## src/logic/multi_fifo.sv

```systemverilog
`timescale 1ns/1ps

module multi_fifo #(
    parameter type T     = logic [31:0],
    parameter int  M     = 1,
    parameter int  N     = 1,
    parameter int  DEPTH = 4
) (
    input  logic         clk,
    input  logic         rst_n,
    input  logic [M-1:0] push,
    input  T     [M-1:0] datain,
    input  logic [N-1:0] pop,
    output T     [N-1:0] dataout,
    output logic         full,
    output logic         almost_full,
    output logic         empty,
    output logic         almost_empty,
    input  logic         clear
);
    localparam int PTR_W = $clog2(DEPTH);
    localparam int CNT_W = $clog2(DEPTH) + 1;

    T mem [DEPTH];

    logic [PTR_W-1:0] wptr;
    logic [PTR_W-1:0] rptr;
    logic [CNT_W-1:0] count;
    logic [CNT_W-1:0] push_cnt;
    logic [CNT_W-1:0] pop_cnt;

    // Only the leading run of set bits counts
    always_comb begin
        push_cnt = '0;
        for (int i = 0; i < M; i++) begin
            if (push[i] && push_cnt == CNT_W'(i)) begin
                push_cnt = push_cnt + 1'b1;
            end
        end
    end

    always_comb begin
        pop_cnt = '0;
        for (int i = 0; i < N; i++) begin
            if (pop[i] && pop_cnt == CNT_W'(i) && count > CNT_W'(i)) begin
                pop_cnt = pop_cnt + 1'b1;
            end
        end
    end

    always_ff @(posedge clk) begin
        if (!rst_n || clear) begin
            wptr  <= '0;
            rptr  <= '0;
            count <= '0;
        end else begin
            wptr  <= wptr + PTR_W'(push_cnt);
            rptr  <= rptr + PTR_W'(pop_cnt);
            count <= count + push_cnt - pop_cnt;
        end
    end

    always_ff @(posedge clk) begin
        for (int i = 0; i < M; i++) begin
            if (CNT_W'(i) < push_cnt) begin
                mem[wptr + PTR_W'(i)] <= datain[i];
            end
        end
    end

    always_comb begin
        for (int j = 0; j < N; j++) begin
            dataout[j] = mem[rptr + PTR_W'(j)];
        end
    end

    assign full         = (count == CNT_W'(DEPTH));
    assign empty        = (count == '0);
    // Fewer than M free slots
    assign almost_full  = (count > CNT_W'(DEPTH - M));
    assign almost_empty = (count < CNT_W'(N));

    a_push_contiguous: assert property (
        @(posedge clk) disable iff (!rst_n) ((push + 1'b1) & push) == '0
    ) else $error("multi_fifo: non-contiguous push %b", push);

    a_no_push_full: assert property (
        @(posedge clk) disable iff (!rst_n) full |-> !push[0]
    ) else $error("multi_fifo: push while full");

endmodule

```

## config.mk

```make
export PLATFORM = sky130hd
export DESIGN_NAME = multi_fifo
export DESIGN_NICKNAME = d
export VERILOG_FILES = /design/src/logic/multi_fifo.sv
export SDC_FILE = /design/constraint.sdc
export NUM_CORES = 1
export LEC_CHECK = 0
export ABC_AREA = 1
export BUFFER_PORTS_ARGS = -buffer_cell sky130_fd_sc_hd__buf_2
export CAP_MARGIN = 20
export CELL_PAD_IN_SITES_DETAIL_PLACEMENT = 0
export CELL_PAD_IN_SITES_GLOBAL_PLACEMENT = 1
export CORE_AREA = 3 3 97 145
export DETAILED_ROUTE_END_ITERATION = 12
export DIE_AREA = 0 0 100 148
export GPL_ROUTABILITY_DRIVEN = 0
export MAX_ROUTING_LAYER = met4
export PLACE_DENSITY_LB_ADDON = 0.1
export SETUP_SLACK_MARGIN = 0.1
export SLEW_MARGIN = 20
export SYNTH_ARGS = -nofsm -noshare
export SYNTH_HDL_FRONTEND = slang
export SYNTH_SLANG_ARGS = --single-unit
export TNS_END_PERCENT = 100
```

## constraint.sdc

```tcl
create_clock -name clk -period 3.86 [get_ports clk]
set_input_delay 0.579 -clock clk [delete_from_list [all_inputs] [get_ports clk]]
set_output_delay 0.579 -clock clk [all_outputs]
set_load 0.1 [all_outputs]
```

# Word level (Yosys, flattened, before mapping)
# Memory sizes are Yosys's and may differ from the RTL's. A register that Yosys moved wholly into a read port is not among the register bits.
# Cells that the tools add are included.
[classes]
n_addsub = 4
n_lt_le_gt_ge = 4
eq_ne = 1
muxes = 5
n_reduce_logical = 4
[op_table]
columns = ["op", "count"]
rows = [
  ["$add 2x1->2", 2],
  ["$mux 1", 4],
  ["$add 3x1->3", 1],
  ["$eq 3x3->1 const B", 1],
  ["$gt 3x1->1 const B", 1],
  ["$gt 3x2->1 const B", 1],
  ["$logic_not 3->1", 1],
  ["$lt 3x1->1 const B", 1],
  ["$sub 3x1->3", 1],
  ["$mux 2", 1],
  ["$logic_and 1x1->1", 1],
  ["$logic_not 1->1", 1],
  ["$logic_or 1x1->1", 1],
  ["$lt 1x1->1 const A", 1],
]
[totals]
ff_bits = 7
ramBits = 128
in_bits = 37
out_inout_bits = 36
mem_count = 1
[mem_list]
columns = ["memory", "words", "word_bits", "rd", "rd_clocked_by_memory_dff", "write_ports", "line_no", "rtl"]
rows = [
  ["mem", 4, 32, 1, 1, 1, "24", "T mem [DEPTH];"],
]

# Longest topological paths before layout
[logic_depth]
word_depth = 5
depth_mapped = 9

# Worst setup path after synthesis
# No wires, ideal clock.
[synth_timing]
path_type = "register to output"
startpoint = "register count[1]"
endpoint = "output port almost_empty"
arrival_ns = 2.860
required_ns = 3.281
slack_ns = 0.421
stages_incl_launch_ff = 4
cell_sequence = "dfxtp_1 inv_1 ha_1 a21boi_0"
[synth_via]
elab_chain_len = 1
[synth_rtl]
columns = ["item", "line_no", "rtl"]
rows = [
  ["start, declared", "28", "logic [CNT_W-1:0] count;"],
  ["start signal, assigned", "59", "count <= count + push_cnt - pop_cnt;"],
  ["$lt 3x1->1", "81", "assign almost_empty = (count < CNT_W'(N));"],
  ["end, declared", "18", "output logic almost_empty,"],
]
# Every way passes these cells.

==> results.txt <==
The most frequent standard cell in the layout excluding fill and tap cells is sky130_fd_sc_hd__edfxtp_1. Clock tree synthesis selected as its root buffer the cell sky130_fd_sc_hd__clkbuf_16. The H-tree was split into 4 levels. The number of buffers inserted to repair setup after CTS came out at 0. In this run the static leakage power is approximately 2.3 nW. The remaining global-route overflow came out at 0.

For this run, design rule violations remaining after detail routing come to 0. The worst voltage drop across the vdd grid came out at 0.000344 V. Once the floorplan was initialized, standard cells occupied 39.7% of the core. The final critical-path required period came out at 2.86 ns. The HPWL after detailed placement is 6400 um.

In this run the critical register-to-register path is captured at count[2]$_SDFF_PP0_. The highest signal layer in the routed design is met4. The share of the Yosys chip area taken by registers is 77.5%. The maximum number of buffers from clock root to sink came out at 2. The area taken by multi-input logic gates is 1000 um^2. Dividing the detail-routed wire length by the instance count gives between 15 and 20 um. The full die area came out at between 10000 and 15000 um^2. The clock skew is about 0.0073 ns.

The power per cell area came out at approximately 600 nW/um^2. Derived from the worst setup path, the maximum achievable clock frequency is ~0.35 GHz. The number of primary I/O pins is 73. The number of distinct standard cells referenced by the synthesized netlist came out at 21.

In the layout the commonest cells are sky130_fd_sc_hd__edfxtp_1, sky130_fd_sc_hd__nor2_1, sky130_fd_sc_hd__buf_2. The global-route wire length before repair came out at between 15000 and 20000 um. The max-cap violation count came out at 0. The number of fill cells came out at 1147. The number of register bits inferred by synthesis is approximately 140.

The area growth from synthesis to layout came out at 23.1%. The average instance area after synthesis came out at 14.1 um^2. The wire length after detailed routing is 10800 um. The finished cells cover 6320 um^2.

The clock drives between 100 and 150 sinks. Headroom to the max-slew limit came out at 55.0%. The flow ran to the end, and the final reports show no timing, DRC or antenna violations. The number of antenna-violating nets in the routed design came out at 0. The height of the die came out at 148 um. The initial antenna violation count came out at 0. The critical path startpoint category is a flop. The final count of pins violating max slew came out at 0.

Dividing the detail-routed via count by the number of cells gives about 5. In this run the cell area measured after placement is ~5700 um^2. The number of instances resized during post-cts repair is 0. The routed design uses 5700 um of met2 wire. The area of all sequential standard cells came out at about 4000 um^2. The total iterations of the first detailed-routing run came out at 4. Setup repair after global routing left no endpoint under its margin.

By startpoint and endpoint, the worst setup path is classified as flop to output port. Entering global routing, the biggest net connects between 60 and 70 pins. After clock tree synthesis, the clock-pin slew on the worst setup and hold paths is 0.06 ns. The violation count after the first detailed-route iteration is 137. The number of buffers added on ports is just over 70. The final count of hold timing violations came out at 0. The routed metal-1 wirelength is 4490 um. The power after layout came out at between 3 and 4 mW. The final antenna diode count is 0.

The global-route usage over all layers came out at roughly 16%. The path with the worst hold slack has its endpoint at mem[3][27]$_DFFE_PP_. STA classifies the critical path endpoint as an output port. The startpoint identified for the worst register-to-register timing path is count[1]$_SDFF_PP0_. The fraction of layout cells with a size suffix above 1 is approximately 26%. The post-cts hold buffer count is 0.

Clock latency on the worst-skew pair, taken at its later pin, is ~0.4 ns. The core box area came out at around 13000 um^2. The total nets after synthesis came out at about 410. For the pin with the worst max-slew slack, the measured transition is just under 0.7 ns. TritonCTS built the clock tree. The met3 wire length came out at between 400 and 500 um. The via count of the first global-routing pass came out at roughly 3200. The via count came out at 3182.

The worst register-to-register path has a setup slack of slightly above 2 ns. The biggest fanout along the worst timing path came out at 34. The critical path required time came out at ~3.3 ns. The Yosys step of the flow raised 0 warnings.

The length in cells of the worst reg-to-reg path is 9. The total CTS buffers came out at 17. The final net count came out at 490. The number of placement rows came out at slightly above 50. The final count of negative-setup-slack endpoints is 0. The data arrival at the endpoint of the critical path is roughly 2.3 ns. Measured along the x axis, the die boundary spans about 100 um.

The final-layout setup total negative slack is 0 ns. The cell depth of the worst hold path came out at 1. The cell area after synthesis came out at roughly 5000 um^2. The gate count of the mapped netlist is around 360. The path class of the tightest hold or removal check is input port to flop. The startpoint identified for the worst hold timing path is datain[27].

The share of the clock period used by the worst path after layout came out at about three quarters.
## metal layers
metal  up-vias  GRT usage [%]
met5         -              -
li1       1524              -
met3        15           4.06
met2        82           26.1
met4         0           5.80
met1      1561           18.3
## how the worst max path moves through the flow
stage	cells after the start	endpoint	start
finish	5	dataout[28]	rptr[0]$_SDFF_PP0_
global route	5	dataout[28]	rptr[0]$_SDFF_PP0_
CTS	5	dataout[28]	rptr[0]$_SDFF_PP0_
detailed placement	5	dataout[28]	rptr[0]$_SDFF_PP0_
global placement	4	dataout[0]	rptr[0]$_SDFF_PP0_
floorplan	3	almost_empty	count[1]$_SDFF_PP0_
## report_power, final
| part | leakage [nW] | switching (mW) | internal, mW |
|---|---|---|---|
| clock network | 0.303 | 0.571 | 1.14 |
| logic | 0.754 | 0.438 | 0.0864 |
| registers | 1.23 | 0.0124 | 1.65 |
| total | 2.29 | 1.02 | 2.87 |
## critical path, stage by stage (launching register included)
cell                      delay [ns]
sky130_fd_sc_hd__dfxtp_2        0.32
sky130_fd_sc_hd__inv_2          0.45
sky130_fd_sc_hd__buf_4          0.32
sky130_fd_sc_hd__o21ai_0        0.11
sky130_fd_sc_hd__o22ai_1        0.21
sky130_fd_sc_hd__buf_2          0.46
## cell type report
type	instances	share of cell area (%)
Sequential cell	135	63.0
Multi-Input combinational cell	195	15.9
Timing Repair Buffer	84	7.12
Clock buffer	17	6.73
Clock inverter	15	3.28
Tap cell	159	3.15
Inverter	14	0.831
## through the flow
stage | setup WS (ns) | instances | util [%] | hold WS, ns
finish | 1.00 | 619 | 48.8 | 0.389
global route | 0.852 | 619 | 48.8 | 0.376
CTS | 0.963 | 619 | 48.8 | 0.373
detailed placement | 1.39 | 587 | 43.9 | 0.570
global placement | 1.43 | 587 | 43.9 | 0.561
floorplan | 0.421 | 364 | - | 0.520
## registers in the layout, indices dropped and copies added, names as in the netlist
signal and count:
mem 128, rptr 2, wptr 2, count 3
## synth_stat cells
cell type | count | area share [%]
sky130_fd_sc_hd__buf_6 | 1 | 0.22
sky130_fd_sc_hd__nand3_1 | 3 | 0.29
sky130_fd_sc_hd__o22ai_1 | 32 | 3.9
sky130_fd_sc_hd__fa_1 | 1 | 0.39
sky130_fd_sc_hd__buf_4 | 5 | 0.73
sky130_fd_sc_hd__buf_2 | 13 | 1.3
sky130_fd_sc_hd__inv_2 | 2 | 0.15
sky130_fd_sc_hd__nor2_1 | 73 | 5.3
sky130_fd_sc_hd__o21ai_0 | 40 | 3.9
sky130_fd_sc_hd__xnor2_1 | 3 | 0.51
sky130_fd_sc_hd__ha_1 | 5 | 1.2
sky130_fd_sc_hd__clkbuf_1 | 1 | 0.073
sky130_fd_sc_hd__inv_1 | 12 | 0.88
sky130_fd_sc_hd__a21oi_1 | 1 | 0.097
sky130_fd_sc_hd__edfxtp_1 | 128 | 75
sky130_fd_sc_hd__nand2_1 | 6 | 0.44
sky130_fd_sc_hd__nor3_1 | 5 | 0.49
sky130_fd_sc_hd__nand4_1 | 1 | 0.12
sky130_fd_sc_hd__o21ai_1 | 24 | 2.3
sky130_fd_sc_hd__a21boi_0 | 1 | 0.15
sky130_fd_sc_hd__dfxtp_1 | 7 | 2.7
## cell families after synthesis
family,share of synthesized area [%]
DFF,77.5
AOI/OAI and AO/OA,10.4
and+or+nand+nor,6.67
buffers and inverters,3.31
adders and majority gates,1.61
xor gates and xnor gates,0.511
Note: power is estimated with default switching activity, not from simulation.
