`src/include/rvv_settings.svh`:
```
`ifndef RVV_SETTINGS_SVH
`define RVV_SETTINGS_SVH

// Command lanes accepted per cycle
`define ISSUE_LANE 2

// Queue depths, powers of two
`define CQ_DEPTH 8
`define UQ_DEPTH 4

// Vector register file geometry
`define VLEN 128
`define NUM_VREG 32
`define VREG_IDX_W 5

`endif
```
`src/logic/rvv_cmd_pkg.sv`:
```
`include "rvv_settings.svh"

package rvv_cmd_pkg;

    // Element width of a command
    typedef enum logic [1:0] {
        SEW8  = 2'd0,
        SEW16 = 2'd1,
        SEW32 = 2'd2
    } sew_e;

    typedef enum logic [2:0] {
        ALU_ADD = 3'd0,
        ALU_SUB = 3'd1,
        ALU_AND = 3'd2,
        ALU_OR  = 3'd3,
        ALU_XOR = 3'd4
    } alu_op_e;

    // Command as issued by the scalar core
    typedef struct packed {
        logic [31:0] pc;
        logic [31:0] inst;
        sew_e        sew;
    } rvv_cmd_t;

    typedef struct packed {
        logic [31:0]            pc;
        logic [`VREG_IDX_W-1:0] vs1;
        logic [`VREG_IDX_W-1:0] vs2;
        logic [`VREG_IDX_W-1:0] vd;
        alu_op_e                alu_op;
        sew_e                   sew;
        logic                   illegal;
    } uop_t;

endpackage

```
`src/logic/rvv_decode.sv`:
```
`timescale 1ns/1ps

module rvv_decode (
    input  logic                  clk,
    input  logic                  rst_n,
    input  rvv_cmd_pkg::rvv_cmd_t cmd,
    input  logic                  cq_empty,
    output logic                  cq_pop,
    input  logic                  uq_full,
    output logic                  uq_push,
    output rvv_cmd_pkg::uop_t     uop
);
    import rvv_cmd_pkg::*;

    localparam logic [6:0] OPC_OPV  = 7'b1010111;
    localparam logic [2:0] F3_OPIVV = 3'b000;

    logic [5:0] funct6;
    logic       is_opivv;
    logic       op_ok;
    alu_op_e    op;

    assign funct6   = cmd.inst[31:26];
    assign is_opivv = (cmd.inst[6:0] == OPC_OPV) && (cmd.inst[14:12] == F3_OPIVV);

    always_comb begin
        op    = ALU_ADD;
        op_ok = 1'b1;
        case (funct6)
            6'b000000: op = ALU_ADD;
            6'b000010: op = ALU_SUB;
            6'b001001: op = ALU_AND;
            6'b001010: op = ALU_OR;
            6'b001011: op = ALU_XOR;
            default:   op_ok = 1'b0;
        endcase
    end

    // Head moves on whenever the micro-op queue has room
    assign cq_pop  = !cq_empty && !uq_full;
    assign uq_push = cq_pop;

    always_comb begin
        uop.pc      = cmd.pc;
        uop.vs1     = cmd.inst[19:15];
        uop.vs2     = cmd.inst[24:20];
        uop.vd      = cmd.inst[11:7];
        uop.alu_op  = op;
        uop.sew     = cmd.sew;
        uop.illegal = !(is_opivv && op_ok && (cmd.sew inside {SEW8, SEW16, SEW32}));
    end

    // A popped head must be a command that was really pushed
    a_no_pop_empty: assert property (
        @(posedge clk) disable iff (!rst_n) cq_pop |-> !$isunknown(cmd)
    ) else $error("rvv_decode: pop of an unwritten command queue entry");

endmodule

```
`config.mk`:
```
export PLATFORM = sky130hd
export DESIGN_NAME = rvv_decode
export DESIGN_NICKNAME = d
export VERILOG_FILES = /design/src/logic/rvv_cmd_pkg.sv /design/src/logic/rvv_decode.sv
export VERILOG_INCLUDE_DIRS = /design/src /design/src/include
export SDC_FILE = /design/constraint.sdc
export NUM_CORES = 1
export LEC_CHECK = 0
export BUFFER_PORTS_ARGS = -buffer_cell sky130_fd_sc_hd__buf_4
export CORE_MARGIN = 2
export CORE_UTILIZATION = 20
export DETAILED_ROUTE_END_ITERATION = 8
export GPL_ROUTABILITY_DRIVEN = 0
export PLACE_DENSITY = 0.86
export SLEW_MARGIN = 30
export SYNTH_ARGS = -nofsm -noshare
export SYNTH_HDL_FRONTEND = slang
export SYNTH_SLANG_ARGS = --single-unit
```
`constraint.sdc`:
```
create_clock -name vclk -period 0.8
set_input_delay 0.04 -clock vclk [all_inputs]
set_output_delay 0.04 -clock vclk [all_outputs]
set_load 0.01 [all_outputs]
```
== Word-level counts from Yosys, hierarchy flattened ==
Index checks and enable logic that the tools add are counted.

* Equal/unequal tests: 7
* Multiplexer cells: 2
* Reductions and logical operators: 12

{| class="wikitable"
|+ Operators by type and width
! operator !! count
|-
| equality test 6 x 4 -> 1 bit (second input constant) || 3
|-
| case mux 3 bit (4 select lines) || 1
|-
| equality test 7 bit (second input constant) || 1
|-
| equality test 6 x 2 -> 1 bit (second input constant) || 1
|-
| zero test 6 bit || 1
|-
| OR reduction 5 bit || 1
|-
| logical AND 1 bit || 4
|-
| zero test 1 bit || 3
|-
| zero test 3 bit || 1
|-
| nonzero test 3 bit || 1
|-
| equality test 2 x 1 -> 1 bit (second input constant) || 1
|-
| equality test 2 bit (second input constant) || 1
|-
| zero test 2 bit || 1
|-
| 2-to-1 mux 1 bit || 1
|}

* Register bits: 0
* Output and inout port bits: 55
* Word-level logic and storage cells: 21

== Depth between registers and ports, before layout ==
Gate-level depths: netlist of run 1.

* Depth in word-level cells: 6
* Depth in mapped cells: 3

== Worst setup path after synthesis of run 1 ==
No wires, ideal clock.

* Path type: input to output
* Start point: in cmd[7] in the netlist's numbering
* End point: out uop[0] in the netlist's numbering
* Data arrival time: 0.576 ns
* Required time: 0.760 ns
* Setup slack: 0.184 ns
* Cell stages on the path: 3
* Cells stage by stage: nand4b_1 > nor4_2 > nand4_1

{| class="wikitable"
|+ RTL lines
! what !! RTL line !! RTL
|-
| from (decl) || rvv_decode.sv:6 || <nowiki>input rvv_cmd_pkg::rvv_cmd_t cmd,</nowiki>
|-
| to (decl) || rvv_decode.sv:11 || <nowiki>output rvv_cmd_pkg::uop_t uop</nowiki>
|}

==> results of run 1 <==
layer usage:
| metal | wire length (microns) | up-vias |
|---|---|---|
| li1 | - | 109 |
| met1 | 246 | 104 |
| met2 | 385 | 32 |
| met3 | 197 | 20 |
| met4 | 100 | 0 |
| met5 | 0 | - |
worst paths after layout:
path | start | to | slack, ns | depth (start not counted)
worst min-delay path | cmd[21] | uop[20] | 0.08 | 0
worst max-delay path | cmd[7] | uop[0] | -0.01 | 5
stage by stage:
stage          setup TNS [ns]  setup slack, ns  std cells
6_report             -0.00983         -0.00983         69
4_1_cts               -0.0183          -0.0183         69
3_3_place_gp          -0.0246          -0.0246         69
2_1_floorplan               0            0.184         63
5_1_grt                -0.105           -0.105         69
3_5_place_dp          -0.0383          -0.0383         69
what timing repair did:
action / in CTS / in global routing
pin swaps: 0 / 0
hold buffers: 0 / 0
resized for setup: 1 / 1
endpoints found under the setup margin: 1 / 4
critical path, cell delays in order:
cell,delay (ns)
buf_6,0.09
nand4b_1,0.17
nor4_2,0.21
nand4_1,0.11
buf_4,0.16
area by class of cell:
type / instances / area, sq um
fill: 253 / 1880
timing repair buffer: 28 / 214
multi-input combinational: 13 / 105
tap: 28 / 35.0
power by group through the flow:
| stage | clock network [W] | logic [W] | registers [W] |
|---|---|---|---|
| floorplan | 0 | 0.000279 | 0 |
| global placement | 0 | 0.000129 | 0 |
| detailed placement | 0 | 0.000133 | 0 |
| CTS | 0 | 0.000135 | 0 |
| global route | 0 | 0.000149 | 0 |
| finish | 0 | 0.000139 | 0 |
synth_stat cells:
master	instances	area (sq um)
nand4b_1	1	8.76
nand4_1	1	6.26
nor2_1	2	7.51
a211oi_1	1	7.51
nand2_1	1	3.75
and3b_1	1	8.76
and4_1	1	8.76
buf_4	50	375
nor3_2	1	10.0
nor4_2	1	12.5
mux2i_1	1	10.0
and3_1	1	6.26
xor2_1	1	8.76
kinds of logic after synthesis:
family,count (synthesis),synth area share
and+or+nand+nor,10,0.153
buffers and inverters,50,0.792
muxes,1,0.0211
xor gates and xnor gates,1,0.0185
AOI/OAI and AO/OA,1,0.0158
==> flow_summary.yaml, run 1 <==
run_status:
  status: "complete, but fails checks"
  failed_checks: "negative setup slack"
place:
  placed_area_sq_um: 344
  port_buffers: 28
run:
  max_cap_viol_count: 0
power:
  swShare: 0.346
  p_int_w: 0.0000910
  p_switching_w: 0.0000480
  finalPower_w: 0.000139
  power_frac_seq: 0
  max-vdd-ir-drop_mv: 0.162
  power.density_nw_per_um2: 393
  clockPowerShare: 0
  p_leak_nw: 0.177
  combPwrFrac: 1.000
die:
  core_sq_um: 2230
  fp.dieH_microns: 52.7
  die_w_microns: 52.7
  die_area_sq_um: 2780
  num_rows: 17
  ios: 125
  start_util: 0.212
sta:
  relSlewSlack: 0.859
  fin_crit_sh: 1.01
  maxSlewViolCount: 0
  fmax_ghz: 1.23
  finalWorstSetupSlack_ns: -0.00983
  fin_crit_ns: 0.810
  hold_viol_final: 0
  rsz0062_at_grt: "true"
  fin_hold_ws_ns: 0.0800
  setup_violations: 1
  tightest_slew_ns: 0.210
synthesis:
  syn_area_sq_um: 474
  syn_area_per_cell_sq_um: 7.53
  ys.warnings.count: 0
  synthCells: 63
  ys_seq_area_frac: 0
  synth_cell_types: 13
  synth_nets: 133
grt:
  grt_pass1_wl_mm: 1.30
  grt_pass1_vias: 257
  antenna_found_initial: 0
  grt_max_degree: 6
  grt_overflow: 0
  grtUsageTotal: 0.0612
  top_usage_layer: "met4"
  grt_use_met1: 0.0522
  use_met3: 0.0400
  met2_usage: 0.0792
detailed_routing:
  final_antenna_net_count: 0
  routed_wirelength_microns: 930
  firstDrtPassIters: 1
  wl_per_cell_microns: 13.5
  drt_iter0_drc: 0
  viasPerCell: 3.84
  vias: 265
  drc: 0
final_layout:
  fin_util: 0.159
  areaGrowthSynthToFinish_pct: -25.3
  fin_nets: 113
  nClkBuffers: 0
  fin_area_sq_um: 354
  design.seq.count: 0
  layout_commonest_cell: "buf_4"
  diodes: 0
  drive_above_1_share: 0.732
  final_cell_mix: "27 x buf_4, 2 x nor2_1"
  seq_area_sq_um: 0
setup_path:
  worstPathRequired_ns: 0.76
  cp-end-kind: "output pin"
  startpoint_type: "primary input"
  cp.arrival_ns: 0.77
  worstPathMaxFanout: 1
  critPathKind: "in -> out"
hold_path:
  hold_class: "in -> out"
cts:
  post-cts-setup-buffer-count: 0
No activity file was read; power rests on OpenSTA's default activity.
==> run 2, diff against run 1 <==
--- a/config.mk
+++ b/config.mk
@@ -6,12 +6,13 @@
 export SDC_FILE = /design/constraint.sdc
 export NUM_CORES = 1
 export LEC_CHECK = 0
+export ABC_AREA = 1
 export BUFFER_PORTS_ARGS = -buffer_cell sky130_fd_sc_hd__buf_4
 export CORE_MARGIN = 2
-export CORE_UTILIZATION = 20
+export CORE_UTILIZATION = 21
 export DETAILED_ROUTE_END_ITERATION = 8
 export GPL_ROUTABILITY_DRIVEN = 0
-export PLACE_DENSITY = 0.86
+export PLACE_DENSITY = 0.84
 export SLEW_MARGIN = 30
 export SYNTH_ARGS = -nofsm -noshare
 export SYNTH_HDL_FRONTEND = slang
==> flow_summary.yaml, run 2 <==
synthesis:
  synth_area_leaders: "buf_4 71%, nand2_1 5.7%, nor2_1 5.7%, inv_1 3.5%, nand3_1 2.8%"
  synthCells: 83
  syn_area_sq_um: 531
  syn_area_per_cell_sq_um: 6.39
  synth_common_cells: "50 x buf_4, 8 x nand2_1, 8 x nor2_1, 5 x inv_1, 3 x nand3_1"
  synth_cell_types: 13
  synth_top_cell_by_area: "buf_4"
  ys.warnings.count: 0
  synth_top_cell_area_share: 0.708
  synth_nets: 153
  ys_seq_area_frac: 0
  synth_most_common_cell: "buf_4"
setup_path:
  crit_path_frequent_cell: "nand2_1"
  worst_path_max_delay_cell: "buf_4"
  cp-end-kind: "output pin"
  worstPathMaxFanout: 2
  crit_family: "simple AND/OR/NAND/NOR gates"
  critPathKind: "in -> out"
  cp_cell_sequence: "buf_4, nand2_1, inv_1, nor2_1, nand2_1, nor2_1, nand2_1, buf_4"
  critPathMaxStageDelay_ns: 0.14
  crit_buf_inv: 3
  startpoint_type: "primary input"
  worstPathRequired_ns: 0.76
  cp.arrival_ns: 0.67
final_layout:
  nClkBuffers: 0
  fin_nets: 133
  areaGrowthSynthToFinish_pct: -23.6
  diodes: 0
  multi_input_area_sq_um: 135
  seq_area_sq_um: 0
  drive_above_1_share: 0.574
  fillers: 294
  design.seq.count: 0
  final_cell_mix: "28 x buf_4, 8 x nand2_1, 7 x nor2_1"
  layout_commonest_cell: "buf_4"
sta:
  fin_crit_ns: 0.708
  fin_crit_sh: 0.885
  relSlewSlack: 0.897
  maxSlewViolCount: 0
  tightest_slew_ns: 0.154
  rsz0062_at_grt: "false"
  setup_violations: 0
  hold_viol_final: 0
  fmax_ghz: 1.41
  timing.setup.tns_ns: 0
grt:
  grt_pass1_vias: 309
  grt_max_degree: 6
  grtUsageTotal: 0.0499
  antenna_found_initial: 0
  grt_overflow: 0
  grt_pass1_wl_mm: 1.13
power:
  finalPower_w: 0.000154
  max-vdd-ir-drop_mv: 0.0816
  power.density_nw_per_um2: 380
  p_leak_nw: 0.215
die:
  die_area_sq_um: 2940
  die_w_microns: 54.3
  core_sq_um: 2430
  ios: 125
  num_rows: 18
  start_util: 0.218
  fp.dieH_microns: 54.3
place:
  port_buffers: 28
  dp_hpwl_microns: 836
detailed_routing:
  final_antenna_net_count: 0
  firstDrtPassIters: 2
  viasPerCell: 3.96
  drt_iter0_drc: 1
  drc: 0
  wl_per_cell_microns: 10.6
  vias: 360
  routed_wirelength_microns: 969
cts:
  cts_hold_buffers: 0
  post-cts-setup-buffer-count: 0
  cts_resized: 0
hold_path:
  hold_class: "in -> out"
run_status:
  status: "finished clean"
run:
  max_cap_viol_count: 0
-- run 2: cell count changes after synthesis, sizes merged, moves of 4 or more --
cell / delta
nor2: +9
nand2: +8
inv: +6
nand3: +4
-- run 2: through the flow --
stage	setup slack (ns)	area [sq um]	util	hold WS (ns)	instances
floorplan	0.270	531	-	0.128	83
global placement	0.0719	403	0.166	0.0801	91
detailed placement	0.0589	403	0.166	0.0801	91
CTS	0.0584	403	0.166	0.0801	91
global route	0.00465	405	0.167	0.0800	91
finish	0.0923	405	0.167	0.0800	91
-- run 2: cell families (layout without fill, tap and decap cells) --
group	after synthesis	in the layout	share of synthesized area
buf+inv	56	34	0.750
compound gates	1	1	0.00942
simple gates	26	26	0.241
-- run 2: final timing paths --
check / startpoint / end / slack, ns / cells after the start
max: cmd[0] / uop[0] / 0.09 / 8
min: cmd[13] / uop[10] / 0.08 / 0
-- run 2: power by group --
part | switching [W] | total, W | internal, W | leakage (nW)
sequential | 0 | 0 | 0 | 0
clock | 0 | 0 | 0 | 0
combinational | 0.0000600 | 0.000154 | 0.0000941 | 0.215
total | 0.0000600 | 0.000154 | 0.0000941 | 0.215
-- run 2: cell type report --
class,instances,share of cell area
Timing Repair Buffer,28,0.519
Multi-Input combinational cell,27,0.333
Tap cell,30,0.0926
Inverter,6,0.0556
-- run 2: per-layer routing --
| layer | vias to the layer above | share of wire | track usage |
|---|---|---|---|
| li1 | 156 | - | - |
| met1 | 132 | 0.27 | 0.0261 |
| met2 | 42 | 0.40 | 0.0884 |
| met3 | 30 | 0.19 | 0.0219 |
| met4 | 0 | 0.13 | 0.0833 |
| met5 | - | 0 | 0 |
==> run 3, diff against run 2 <==
--- a/config.mk
+++ b/config.mk
@@ -9,10 +9,10 @@
 export ABC_AREA = 1
 export BUFFER_PORTS_ARGS = -buffer_cell sky130_fd_sc_hd__buf_4
 export CORE_MARGIN = 2
-export CORE_UTILIZATION = 21
+export CORE_UTILIZATION = 25
 export DETAILED_ROUTE_END_ITERATION = 8
 export GPL_ROUTABILITY_DRIVEN = 0
-export PLACE_DENSITY = 0.84
+export PLACE_DENSITY = 0.94
 export SLEW_MARGIN = 30
 export SYNTH_ARGS = -nofsm -noshare
 export SYNTH_HDL_FRONTEND = slang
==> constraint.sdc (replaced) <==
create_clock -name vclk -period 0.9
set_input_delay 0.045 -clock vclk [all_inputs]
set_output_delay 0.045 -clock vclk [all_outputs]
set_load 0.01 [all_outputs]
==> flow_summary.yaml, run 3 (synthesis gave the netlist of run 2 again) <==
final_layout:
  layout_commonest_cell: "buf_4"
  seq_area_sq_um: 0
  drive_above_1_share: 0.557
  final_cell_mix: "28 x buf_4, 8 x nand2_1, 8 x nor2_1"
  instances_no_fill: 88
  nClkBuffers: 0
  fin_util: 0.201
  fin_nets: 133
  areaGrowthSynthToFinish_pct: -24.8
  diodes: 0
  design.seq.count: 0
grt:
  grt_pass1_vias: 318
  grt_max_degree: 6
  grtUsageTotal: 0.0771
  met2_usage: 0.138
  use_met3: 0.0576
  grt_pass1_wl_mm: 1.55
  top_usage_layer: "met2"
  grt_overflow: 0
  antenna_found_initial: 0
  grt_use_met1: 0.0453
detailed_routing:
  vias: 355
  drt_iter0_drc: 0
  final_antenna_net_count: 0
  firstDrtPassIters: 1
  routed_wirelength_mm: 1.04
  wl_per_cell_microns: 11.8
  viasPerCell: 4.03
  drc: 0
die:
  num_rows: 16
  die_area_sq_um: 2510
  start_util: 0.268
  fp.dieH_microns: 50.1
  ios: 125
  core_sq_um: 1980
  die_w_microns: 50.1
run:
  max_cap_viol_count: 0
hold_path:
  hold_end: "uop[20]"
  hold_class: "in -> out"
  worstHoldStart: "cmd[21]"
  hold_depth: 0
setup_path:
  startpoint_type: "primary input"
  worstPathMaxFanout: 3
  cp-end-kind: "output pin"
  cp.arrival_ns: 0.71
  worstPathRequired_ns: 0.85
  critPathKind: "in -> out"
  crit_start: "cmd[30]"
run_status:
  status: "finished clean"
power:
  p_leak_nw: 0.215
  max-vdd-ir-drop_mv: 0.0837
  power.density_nw_per_um2: 340
sta:
  hold_viol_final: 0
  maxSlewViolCount: 0
  fin_crit_ns: 0.757
  rsz0062_at_grt: "false"
  fmax_ghz: 1.32
  fin_crit_sh: 0.841
  relSlewSlack: 0.900
  tightest_slew_ns: 0.149
  setup_violations: 0
  timing.setup.tns_ns: 0
cts:
  post-cts-setup-buffer-count: 0
  cts_hold_buffers: 0
  cts_resized: 0
place:
  dp.cells: 88
  port_buffers: 28
  dp_hpwl_microns: 982
## run 3: cell counts in the layout (fill, tap and decap cells not counted)
Identical to the previous run, type by type.
## run 3: report_power, final
part	leakage, nW	switching, W	internal (W)
combinational	0.215	0.0000524	0.0000832
sequential	0	0	0
clock	0	0	0
total	0.215	0.0000524	0.0000832
## run 3: worst max path at each step
stage	depth (start not counted)	to	slack, ns
2_1_floorplan	3	uop[5]	0.36
3_3_place_gp	6	uop[0]	0.15
4_1_cts	6	uop[0]	0.13
3_5_place_dp	6	uop[0]	0.13
5_1_grt	6	uop[0]	0.09
6_report	6	uop[0]	0.14
## run 3: worst max-delay path, cell delays in order
cell and delay, ns:
buf_4 0.12, nor2_1 0.14, nand3_1 0.10, nand3_1 0.11
nand2_1 0.06, buf_4 0.14
## run 3: layout make-up
type               instances  area (sq um)
fillers                  233          1580
repair buffers            28           210
multi-input cells         27           133
well taps                 27          33.8
inverters                  6          22.5
## run 3: through the flow
| stage | power (W) | setup slack (ns) | hold slack [ns] | instance area (sq um) |
|---|---|---|---|---|
| 2_1_floorplan | 0.000266 | 0.360 | 0.138 | 531 |
| 3_3_place_gp | 0.000135 | 0.146 | 0.0901 | 399 |
| 3_5_place_dp | 0.000138 | 0.135 | 0.0901 | 399 |
| 4_1_cts | 0.000138 | 0.128 | 0.0901 | 399 |
| 5_1_grt | 0.000149 | 0.0875 | 0.0900 | 399 |
| 6_report | 0.000136 | 0.143 | 0.0900 | 399 |
## run 3: routing by layer
metal | wire length (microns) | up-vias
met4 | 73 | 0
met3 | 263 | 18
met1 | 200 | 134
li1 | - | 158
met2 | 506 | 45
met5 | 0 | -
