**src/include/rvv_settings.svh**
```systemverilog
`ifndef RVV_SETTINGS_SVH
`define RVV_SETTINGS_SVH

// Command lanes accepted per cycle
`define ISSUE_LANE 2

// Queue depths, powers of two
`define CQ_DEPTH 8
`define UQ_DEPTH 4

// Vector register file geometry
`define VLEN 128
`define NUM_VREG 32
`define VREG_IDX_W 5

`endif
```
**src/logic/rvv_data_pkg.sv**
```systemverilog
`include "rvv_settings.svh"

package rvv_data_pkg;

    typedef logic [`VLEN-1:0] vreg_t;

    // One retired micro-op
    typedef struct packed {
        logic [31:0]            pc;
        logic [`VREG_IDX_W-1:0] vd;
        vreg_t                  data;
        logic                   illegal;
    } rt_rec_t;

endpackage

```
**src/logic/rvv_cmd_pkg.sv**
```systemverilog
`include "rvv_settings.svh"

package rvv_cmd_pkg;

    // Element width of a command
    typedef enum logic [1:0] {
        SEW8  = 2'd0,
        SEW16 = 2'd1,
        SEW32 = 2'd2
    } sew_e;

    typedef enum logic [2:0] {
        ALU_ADD = 3'd0,
        ALU_SUB = 3'd1,
        ALU_AND = 3'd2,
        ALU_OR  = 3'd3,
        ALU_XOR = 3'd4
    } alu_op_e;

    // Command as issued by the scalar core
    typedef struct packed {
        logic [31:0] pc;
        logic [31:0] inst;
        sew_e        sew;
    } rvv_cmd_t;

    typedef struct packed {
        logic [31:0]            pc;
        logic [`VREG_IDX_W-1:0] vs1;
        logic [`VREG_IDX_W-1:0] vs2;
        logic [`VREG_IDX_W-1:0] vd;
        alu_op_e                alu_op;
        sew_e                   sew;
        logic                   illegal;
    } uop_t;

endpackage

```
**src/logic/rvv_valu.sv**
```systemverilog
`timescale 1ns/1ps
`include "rvv_settings.svh"

module rvv_valu (
    input  logic                   clk,
    input  logic                   rst_n,
    input  logic                   flush,
    input  logic                   uq_empty,
    output logic                   uq_pop,
    input  rvv_cmd_pkg::uop_t      uop,
    output logic [`VREG_IDX_W-1:0] rd_idx1,
    output logic [`VREG_IDX_W-1:0] rd_idx2,
    input  rvv_data_pkg::vreg_t    rd_data1,
    input  rvv_data_pkg::vreg_t    rd_data2,
    output logic                   wr_valid,
    output logic [`VREG_IDX_W-1:0] wr_idx,
    output rvv_data_pkg::vreg_t    wr_data,
    output logic                   rt_valid,
    output rvv_data_pkg::rt_rec_t  rt_rec
);
    import rvv_cmd_pkg::*;
    import rvv_data_pkg::*;

    vreg_t result;

    // Narrower elements use the low bits, so add and sub wrap at SEW
    function automatic logic [31:0] alu_elem(alu_op_e op, logic [31:0] a, logic [31:0] b);
        logic [31:0] r;
        case (op)
            ALU_ADD: r = a + b;
            ALU_SUB: r = a - b;
            ALU_AND: r = a & b;
            ALU_OR:  r = a | b;
            ALU_XOR: r = a ^ b;
            default: r = '0;
        endcase
        return r;
    endfunction

    assign uq_pop  = !uq_empty && !flush;
    assign rd_idx1 = uop.vs1;
    assign rd_idx2 = uop.vs2;

    // vd = vs2 op vs1
    always_comb begin
        result = '0;
        case (uop.sew)
            SEW8: begin
                for (int e = 0; e < `VLEN / 8; e++) begin
                    result[e*8 +: 8] = 8'(alu_elem(uop.alu_op,
                        32'(rd_data2[e*8 +: 8]), 32'(rd_data1[e*8 +: 8])));
                end
            end
            SEW16: begin
                for (int e = 0; e < `VLEN / 16; e++) begin
                    result[e*16 +: 16] = 16'(alu_elem(uop.alu_op,
                        32'(rd_data2[e*16 +: 16]), 32'(rd_data1[e*16 +: 16])));
                end
            end
            SEW32: begin
                for (int e = 0; e < `VLEN / 32; e++) begin
                    result[e*32 +: 32] = alu_elem(uop.alu_op,
                        rd_data2[e*32 +: 32], rd_data1[e*32 +: 32]);
                end
            end
            default: result = '0;
        endcase
    end

    // Write lands at the pop edge so the next micro-op sees it
    assign wr_valid = uq_pop && !uop.illegal;
    assign wr_idx   = uop.vd;
    assign wr_data  = result;

    always_ff @(posedge clk) begin
        if (!rst_n) begin
            rt_valid <= 1'b0;
        end else begin
            rt_valid <= uq_pop;
        end
    end

    always_ff @(posedge clk) begin
        if (uq_pop) begin
            rt_rec.pc      <= uop.pc;
            rt_rec.vd      <= uop.vd;
            rt_rec.data    <= result;
            rt_rec.illegal <= uop.illegal;
        end
    end

    // Only a defined op at a supported SEW may reach the register file
    a_write_legal: assert property (
        @(posedge clk) disable iff (!rst_n)
        wr_valid |-> (uop.alu_op inside {ALU_ADD, ALU_SUB, ALU_AND, ALU_OR, ALU_XOR})
            && (uop.sew inside {SEW8, SEW16, SEW32})
    ) else $error("rvv_valu: register write for an illegal micro-op");

endmodule

```
**config.mk**
```make
export PLATFORM = sky130hd
export DESIGN_NAME = rvv_valu
export DESIGN_NICKNAME = d
export VERILOG_FILES = /design/src/logic/rvv_data_pkg.sv /design/src/logic/rvv_cmd_pkg.sv /design/src/logic/rvv_valu.sv
export VERILOG_INCLUDE_DIRS = /design/src /design/src/include
export SDC_FILE = /design/constraint.sdc
export NUM_CORES = 1
export LEC_CHECK = 0
export BUFFER_PORTS_ARGS = -buffer_cell sky130_fd_sc_hd__buf_2
export CAP_MARGIN = 20
export CORE_AREA = 4 4 298 300
export CTS_CLUSTER_SIZE = 24
export DETAILED_ROUTE_END_ITERATION = 8
export DIE_AREA = 0 0 302 304
export PLACE_DENSITY = 0.57
export SYNTH_ARGS = -nofsm -noshare
export SYNTH_HDL_FRONTEND = slang
export SYNTH_SLANG_ARGS = --single-unit
```
**constraint.sdc**
```tcl
create_clock -name clk -period 15.7 [get_ports clk]
set_input_delay 3.925 -clock clk [delete_from_list [all_inputs] [get_ports clk]]
set_output_delay 3.925 -clock clk [all_outputs]
set_load 0.01 [all_outputs]
```
# Word-level counts from Yosys, hierarchy flattened
# Cells that the tools add are included.
[op_classes]
reduce_logical = 7
n_bitwise = 84
muxes = 29
add_sub_neg = 56
eq_ne = 6
[ops]
columns = ["cell", "n"]
rows = [
  ["16-bit case mux with 5 select lines", 8],
  ["32-bit case mux with 5 select lines", 4],
  ["8-bit case mux with 5 select lines", 16],
  ["128-bit case mux with 3 select lines", 1],
  ["16-bit adder", 8],
  ["32-bit adder", 4],
  ["8-bit adder", 16],
  ["16-bit bitwise AND", 8],
  ["32-bit bitwise AND", 4],
  ["8-bit bitwise AND", 16],
  ["16-bit bitwise OR", 8],
  ["32-bit bitwise OR", 4],
  ["8-bit bitwise OR", 16],
  ["16-bit subtractor", 8],
  ["32-bit subtractor", 4],
  ["8-bit subtractor", 16],
  ["16-bit bitwise XOR", 8],
  ["32-bit bitwise XOR", 4],
  ["8-bit bitwise XOR", 16],
  ["3-bit by 2-bit == test with 1-bit output (second input constant)", 2],
  ["3-bit by 1-bit == test with 1-bit output (second input constant)", 1],
  ["3-bit == test (second input constant)", 1],
  ["1-bit zero test", 3],
  ["3-bit zero test", 1],
  ["other kinds (4)", 5],
]
[word_totals]
word_cells = 187
regBits = 167

# Logic depth before layout (Yosys ltp)
# Gate-level depths: netlist of run 1.
[depth]
word_depth = 3
mapped_depth = 20
ltp_nobuf = 19

# Worst setup path after synthesis of run 1
# No wires, ideal clock.
[synth_path]
kind = "in2out"
start = "input port uq_empty"
end = "output port uq_pop"
required_ns = 11.775
stages = 1
arrival_ns = 10.962
slack_ns = 0.813
n_path_buf = 0
path_cell_list = "nor2_1"
[synth_between]
elab_chain_len = 2
[synth_lines]
columns = ["item", "line", "rtl"]
rows = [
  ["start, declared", "rvv_valu.sv:8", "input logic uq_empty,"],
  ["1-bit zero test", "rvv_valu.sv:40", "assign uq_pop = !uq_empty && !flush;"],
  ["1-bit logical AND", "rvv_valu.sv:40", ""],
  ["end, declared", "rvv_valu.sv:9", "output logic uq_pop,"],
]
# No other way between the ends.

# Worst setup path in the final report of run 1
[layout_path]
start = "input port uop[4] in the netlist's numbering"
end = "output port wr_data[62]"
[layout_between]
elab_chain_len = 3
[layout_lines]
columns = ["item", "line", "rtl"]
rows = [
  ["start, declared", "rvv_valu.sv:10", "input rvv_cmd_pkg::uop_t uop,"],
  ["3-bit == test (tied with other cells)", "rvv_valu.sv:29", "case (op)"],
  ["32-bit case mux with 5 select lines (tied with other cells)", "rvv_valu.sv:29", ""],
  ["128-bit case mux with 3 select lines (*)", "rvv_valu.sv:47", "case (uop.sew)"],
  ["end, declared", "rvv_valu.sv:17", "output rvv_data_pkg::vreg_t wr_data,"],
]
# Every way passes the cells marked *; elsewhere a longest branch is shown, timed or not.

==> results.md, run 1 <==
- CP arrival: 9320 ps
- Status: finished clean
- Main flop type after synthesis: edfxtp_1
- Top cells by count, synth: 512 x ha_1, 377 x inv_1, 322 x nor2_1, 322 x xnor2_1, 319 x a21oi_1
- Sink of the worst hold path: rt_rec[159]
- Hold Path Stages: 1
- DRC viols: 0
- Fill count: 9,093
- Avg Inst Size Synth: 7.94 sq um
- Count leader, synth: ha_1
- EDFF count, synth: 166
- Initial antenna violation count: 34
- Critical hold path startpoint: uop[46]
- Total power: 2190 uW
- Clk root buf: clkbuf_16
- PortBufs: 604
- Cell count after synthesis: 3,655
- Fin. Hold Viols: 0
- Worst VDD drop: 93.0 uV
- Initial core utilization: 33.7%
- Most used cell, CP: o21ai_1
- Die height: 304 um
- Area Growth Syn to Fin: 16.9%
- First-pass GRT wire length: 176,000 um
- DR iter-0 viols: 2,294
- Net count after synthesis: 4,496
- Cells along the critical path: buf_2 > nor2_4 > buf_4 > and2_4 > a41oi_1 > a21oi_1 > o21a_1 > xnor2_1 > ha_1 > nand3_1 > o2bb2ai_1 > nor2_1 > nand2_1 > o21ai_1 > o21ai_1 > nor3_1 > o21ai_1 > xnor2_1 > o22ai_1 > buf_2
- FFs w/ async S/R, synth: 0%
- Vias in the first global route: 28.5k
- Worst-margin pin slew: 1180 ps
- Critical Path Sink Type: output port
- Routed WL: 120,000 um
- Tcrit/Tclk final: 84.4%
- GPL Wtd Cong: 0.927
- Fmax: 75.5 MHz
- DR WL/cell: 22.3 um
- Fin. max-slew vios: 0
- Total track usage: 25.1%
- Hold buffers post-CTS: 0
- CTS Buf Count: 17
- Largest stage delay, worst path: 790 ps
- Setup Crit Path Kind: in -> out
- Post-DRT Antenna Nets: 0
- Synth Cell Area: 29,000 sq um
- H-tree depth: 4
- IO Count: 625
- Dpl hpwl: 95,300 um
- Max_cap viols: 0
- Site row count: 108
- Leakage: 0.0158 uW
- CTS tree: yes
- Worst Setup Start Kind: primary input
- Clock Sinks: 167
- Crit path max fanout: 38
- Synth top area share: 22.1%
- Hold Path Class: in -> reg
- Clock buffer depth: 2
- DRT Pass-1 Iters: 9
- Top post-synthesis cells by area: ha_1 22%, edfxtp_1 17%, xnor2_1 9.7%, a21oi_1 5.5%, inv_1 4.9%
- DR vias: 29.2k
- Die width: 302 um
- Fin util: 39.3%
- Setup TNS Final: 0 ps
- Total grt overflow: 0
- Sequential cell area fraction in the yosys report: 17.2%
- Via density: 5.47
- Slowest CP cell: a21oi_1
- RSZ-0062 raised after global routing: no
- Req. time, crit path: 11,770 ps
- Cell Pwr Density: 64.6 nW/um^2
- Relative slew slack: 20.7%
- DIE AREA: 91,800 sq um
- Core box area: 86,200 sq um
- Tmin final: 13,250 ps
- Post-CTS setup buffers: 0
- Largest net degree at the start of global routing: 100
- Fraction of layout cells with a size suffix above 1: 17.1%
- Post_cts resized: 0
- Top cell type by total area after synthesis: ha_1
- Nets: 4,997
- CTS clock-pin slew for the worst setup and hold paths: 90 ps
- Yosys reg bits: 167
- Yosys warning count: 0
- Synth unique cells: 83
- Final-report setup violation count: 0
## worst max path at each step
stage / startpoint / to / slack, ps / cells past startpoint
4_1_cts: uop[4] / wr_data[62] / 2450 / 20
2_1_floorplan: uq_empty / uq_pop / 810 / 1
5_1_grt: uop[4] / wr_data[62] / 2130 / 20
3_5_place_dp: uop[4] / wr_data[62] / 2460 / 20
3_3_place_gp: uop[4] / wr_data[62] / 2510 / 20
6_report: uop[4] / wr_data[62] / 2450 / 20
## report_power, final
| group | switching (uW) | leakage [uW] | internal (uW) |
|---|---|---|---|
| combinational | 711 | 0.0140 | 464 |
| clock | 254 | 0.000305 | 221 |
| sequential | 7.08 | 0.00145 | 533 |
| total | 972 | 0.0158 | 1220 |
## metal layers
layer  track usage, %  part of all wire, %
met5                0                0.084
met4             8.90                  3.2
met3             3.72                  5.8
met2             44.7                   50
met1             30.7                   41
## cells in the final DEF (no fill, tap or decap), types with 25 or more instances in the layout
master / count
mux2i_1: 62
buf_4: 39
xnor2_1: 322
nand2b_1: 44
o21a_1: 32
ha_1: 512
and3_1: 26
nor3_1: 54
o21ai_0: 201
a21o_1: 111
xor2_1: 83
a21oi_1: 318
a211oi_1: 73
nand4_1: 26
inv_1: 377
nand2_1: 187
edfxtp_1: 166
diode_2: 25
nor2_1: 315
a31oi_1: 40
a22oi_1: 44
nand3_1: 57
o22ai_1: 49
nor2b_1: 45
buf_2: 603
## flip-flops by register name, summed over array words and instances (netlist names)
register and cells:
rt_valid 1, rt_rec 166
## metrics by stage
| step | instance area (sq um) | std cells | worst slack (ps) | hold slack, ps |
|---|---|---|---|---|
| floorplan | 29000 | 3655 | 813 | 4020 |
| global placement | 33200 | 5292 | 2510 | 4100 |
| detailed placement | 33200 | 5292 | 2460 | 4100 |
| CTS | 33900 | 5324 | 2450 | 3510 |
| global route | 33900 | 5341 | 2130 | 3530 |
| finish | 33900 | 5349 | 2450 | 3560 |
## critical path, delay by kind of cell
| family | cells | cell delay (ps) |
|---|---|---|
| buf+inv | 3 | 890 |
| fa+ha+maj | 1 | 300 |
| compound gates | 8 | 2280 |
| simple gates | 6 | 1590 |
| xor+xnor | 2 | 280 |
## kinds of logic (layout without fill, tap and decap cells)
group	count (synthesis)	in the layout	share of synthesized area, %
mux	62	62	2.14
flops	167	167	17.2
xor+xnor	405	405	12.2
other cells	0	25	0
compound gates	1091	1091	24.0
fa+ha+maj	528	528	23.2
buf+inv	540	1054	7.22
simple gates	862	862	14.0
## layout make-up
class                      count  area (sq um)  share of cell area, %
multi-input combinational   2948         22000                   64.9
antenna                       25          62.6                  0.184
tap                         1155          1450                   4.26
clock inverter                15           211                  0.623
clock buffer                  17           425                   1.25
inverter                     378          1420                   4.18
timing repair buffer         644          3340                   9.86
sequential                   167          5000                   14.8
(Power assumes the default switching activity.)
==> run 2: changes to the inputs <==
ABC_AREA = 1   (was not set)
CORE_AREA = 4 4 314 316   (was 4 4 298 300)
DIE_AREA = 0 0 318 320   (was 0 0 302 304)
PLACE_DENSITY = 0.58   (was 0.57)
clock period = 10.6 ns   (was 15.7 ns; I/O delays follow)
==> run 2 against run 1 <==
Sequential power increased by 48%; via count up 23%; flip-flop and latch count unchanged; routed wire length increased by 22%; utilization shrank 0.35 points; worst setup slack got worse by 1500 ps; sequential share of layout area is 1.4 points lower; global-route usage is 2.5 points higher; count of clock-buffer cells in the layout stayed put; non-clock buffer count fell by 6; largest power group unchanged; highest routed layer unchanged.
==> results.md, run 2 <==
- Status: finished clean
- Post-DP Area: 36,800 sq um
- Initial antenna violation count: 42
- Avg Inst Size Synth: 6.35 sq um
- DRT Pass-1 Iters: 6
- Synth top area share: 19.8%
- Combinational share of power: 56.2%
- Sequential cell area fraction in the yosys report: 15.4%
- Total track usage: 27.6%
- Total power: 3370 uW
- Worst VDD drop: 145 uV
- H-tree depth: 4
- Vias in the first global route: 34.2k
- Setup Crit Path Kind: in -> out
- Critical Path Sink Type: output port
- Via density: 5.18
- CTS tree: yes
- Dpl hpwl: 119,000 um
- Synth unique cells: 61
- Clock buffer depth: 2
- Worst Setup SP: uop[5]
- DRC viols: 0
- Clock Sinks: 167
- PortBufs: 604
- IO Count: 625
- Leakage: 0.0201 uW
- Clk root buf: clkbuf_16
- CTS clock-pin slew for the worst setup and hold paths: 80 ps
- Most flop-heavy register: rt_rec
- Setup TNS Final: 0 ps
- Largest net degree at the start of global routing: 98
- Req. time, crit path: 7950 ps
- Switch Pwr: 1640 uW
- Commonest non-fill, non-tap cell in the layout: nand2_1
- Max_cap viols: 0
- Hold Path Class: in -> reg
- Reg power frac: 23.8%
- Relative slew slack: 32.5%
- Yosys reg bits: 167
- FFs w/ async S/R, synth: 0%
- RSZ-0062 raised after global routing: no
- Count leader, synth: nand2_1
- Worst-margin pin slew: 1010 ps
- Cell count after synthesis: 5,106
- Hold buffers post-CTS: 0
- First-pass GRT wire length: 215,000 um
- Die width: 318 um
- Die height: 320 um
- EDFF count, synth: 166
- Fin area: 37,400 sq um
- Pint: 1730 uW
- Cell Pwr Density: 89.9 nW/um^2
- CP arrival: 6970 ps
- Fill count: 10.5k
- Top cells by count, synth: 1,429 x nand2_1, 748 x inv_1, 520 x nor2_1
- Commonest cells after routing, fill and taps aside: 1,428 x nand2_1, 748 x inv_1, 604 x buf_2
- Switch share: 48.6%
- DR vias: 36.0k
- Biggest regs: rt_rec x166, rt_valid x1
- Fin cells: 6,951
- Clk network pwr share: 20.0%
- Top cell type by total area after synthesis: ha_1
- Top post-synthesis cells by area: ha_1 20%, nand2_1 17%, edfxtp_1 15%, inv_1 8.7%, nor2_1 6.0%
- Fmax: 104 MHz
- DIE AREA: 102,000 sq um
- Post-DRT Antenna Nets: 0
- Total grt overflow: 0
- Main flop type after synthesis: edfxtp_1
- Final-report setup violation count: 0
- Routed WL: 146,000 um
- Fin. Hold Viols: 0
- Crit path capture: wr_data[58]
- Tmin final: 9620 ps
- Site row count: 114
- Synth Cell Area: 32,400 sq um
- GPL Wtd Cong: 0.989
- Area Growth Syn to Fin: 15.5%
- Fraction of layout cells with a size suffix above 1: 13.9%
- Fin. max-slew vios: 0
- Core box area: 96,000 sq um
- Nets: 6,483
- Crit path max fanout: 97
- Yosys warning count: 0
- Placed insts: 6,899
- Post_cts resized: 0
- CTS Buf Count: 17
- DR iter-0 viols: 3,042
- DR WL/cell: 21.0 um
- Initial core utilization: 33.8%
- Net count after synthesis: 5,947
- Tcrit/Tclk final: 90.8%
- Max FFs per register: 166
- Worst Setup Start Kind: primary input
- Post-CTS setup buffers: 0
-- run 2: cell types whose count changed after synthesis, sizes merged, moves of 96 or more --
cell	before	now
xor2	83	211
nand2	188	1437
nand3	58	266
a21o	111	15
nor2	323	527
xnor2	322	20
inv	377	763
-- run 2: final cells by class --
| cell class | instances | area (sq um) | share of cell area (%) |
|---|---|---|---|
| tap | 1276 | 1600 | 4.27 |
| inverter | 765 | 2870 | 7.68 |
| antenna | 20 | 50.0 | 0.134 |
| sequential | 167 | 5000 | 13.4 |
| timing repair buffer | 638 | 3320 | 8.88 |
| clock inverter | 15 | 158 | 0.421 |
| multi-input combinational | 4053 | 24000 | 64.1 |
| clock buffer | 17 | 425 | 1.14 |
-- run 2: per-layer routing --
| metal | vias up | wire length, um | share of wire (%) | GRT usage (%) |
|---|---|---|---|---|
| met5 | - | 127 | 0.087 | 0 |
| met4 | 20 | 5290 | 3.6 | 9.76 |
| met3 | 242 | 10500 | 7.2 | 5.14 |
| met2 | 1373 | 65700 | 45 | 45.6 |
| met1 | 16574 | 64000 | 44 | 36.1 |
| li1 | 17779 | - | - | - |
-- run 2: worst min path at each step --
stage / from / to / cells after the start
floorplan: flush / rt_valid / 1
global placement: uop[28] / rt_rec[141] / 1
detailed placement: uop[37] / rt_rec[150] / 1
CTS: uop[33] / rt_rec[146] / 1
global route: uop[24] / rt_rec[137] / 1
finish: uop[33] / rt_rec[146] / 1
-- run 2: kinds of logic (layout without fill, tap and decap cells) --
kind of cell,Yosys count,count (layout),share of synthesized area (%)
xor gates and xnor gates,231,231,6.24
other,0,20,0
muxes,8,8,0.278
adders and majority gates,528,528,20.7
buffers and inverters,886,1435,10.7
and+or+nand+nor,2414,2414,30.7
AOI/OAI and AO/OA,872,872,15.9
DFF,167,167,15.4
-- run 2: worst max-delay path, stage by stage --
cell and delay, ps:
buf_2 210, nor2_4 230, nand2_8 170, buf_12 250, o31ai_2 310, nand3_2 390
a21oi_1 310, xor2_1 230, ha_1 330, nand2_1 130, inv_1 40, a21boi_0 330
o21bai_1 100, nor2_1 140, a21oi_1 90, o21ai_0 460, nand2_1 110, nand2_1 140
buf_2 150
-- run 2: power groups by stage --
stage / clock network, uW / registers, uW / logic (uW)
finish: 672 / 801 / 1890
floorplan: 0 / 849 / 1170
CTS: 699 / 802 / 1880
detailed placement: 0 / 816 / 1870
global route: 724 / 806 / 2110
global placement: 0 / 816 / 1860
-- run 2: stage by stage --
| step | util, % | hold slack, ps | setup WS, ps |
|---|---|---|---|
| after global routing | 39.0 | 2260 | 631 |
| final | 39.0 | 2290 | 978 |
| after detailed placement | 38.3 | 2830 | 1080 |
| after CTS | 38.9 | 2240 | 1070 |
| after floorplan | - | 2730 | 1010 |
| after global placement | 38.3 | 2830 | 1100 |
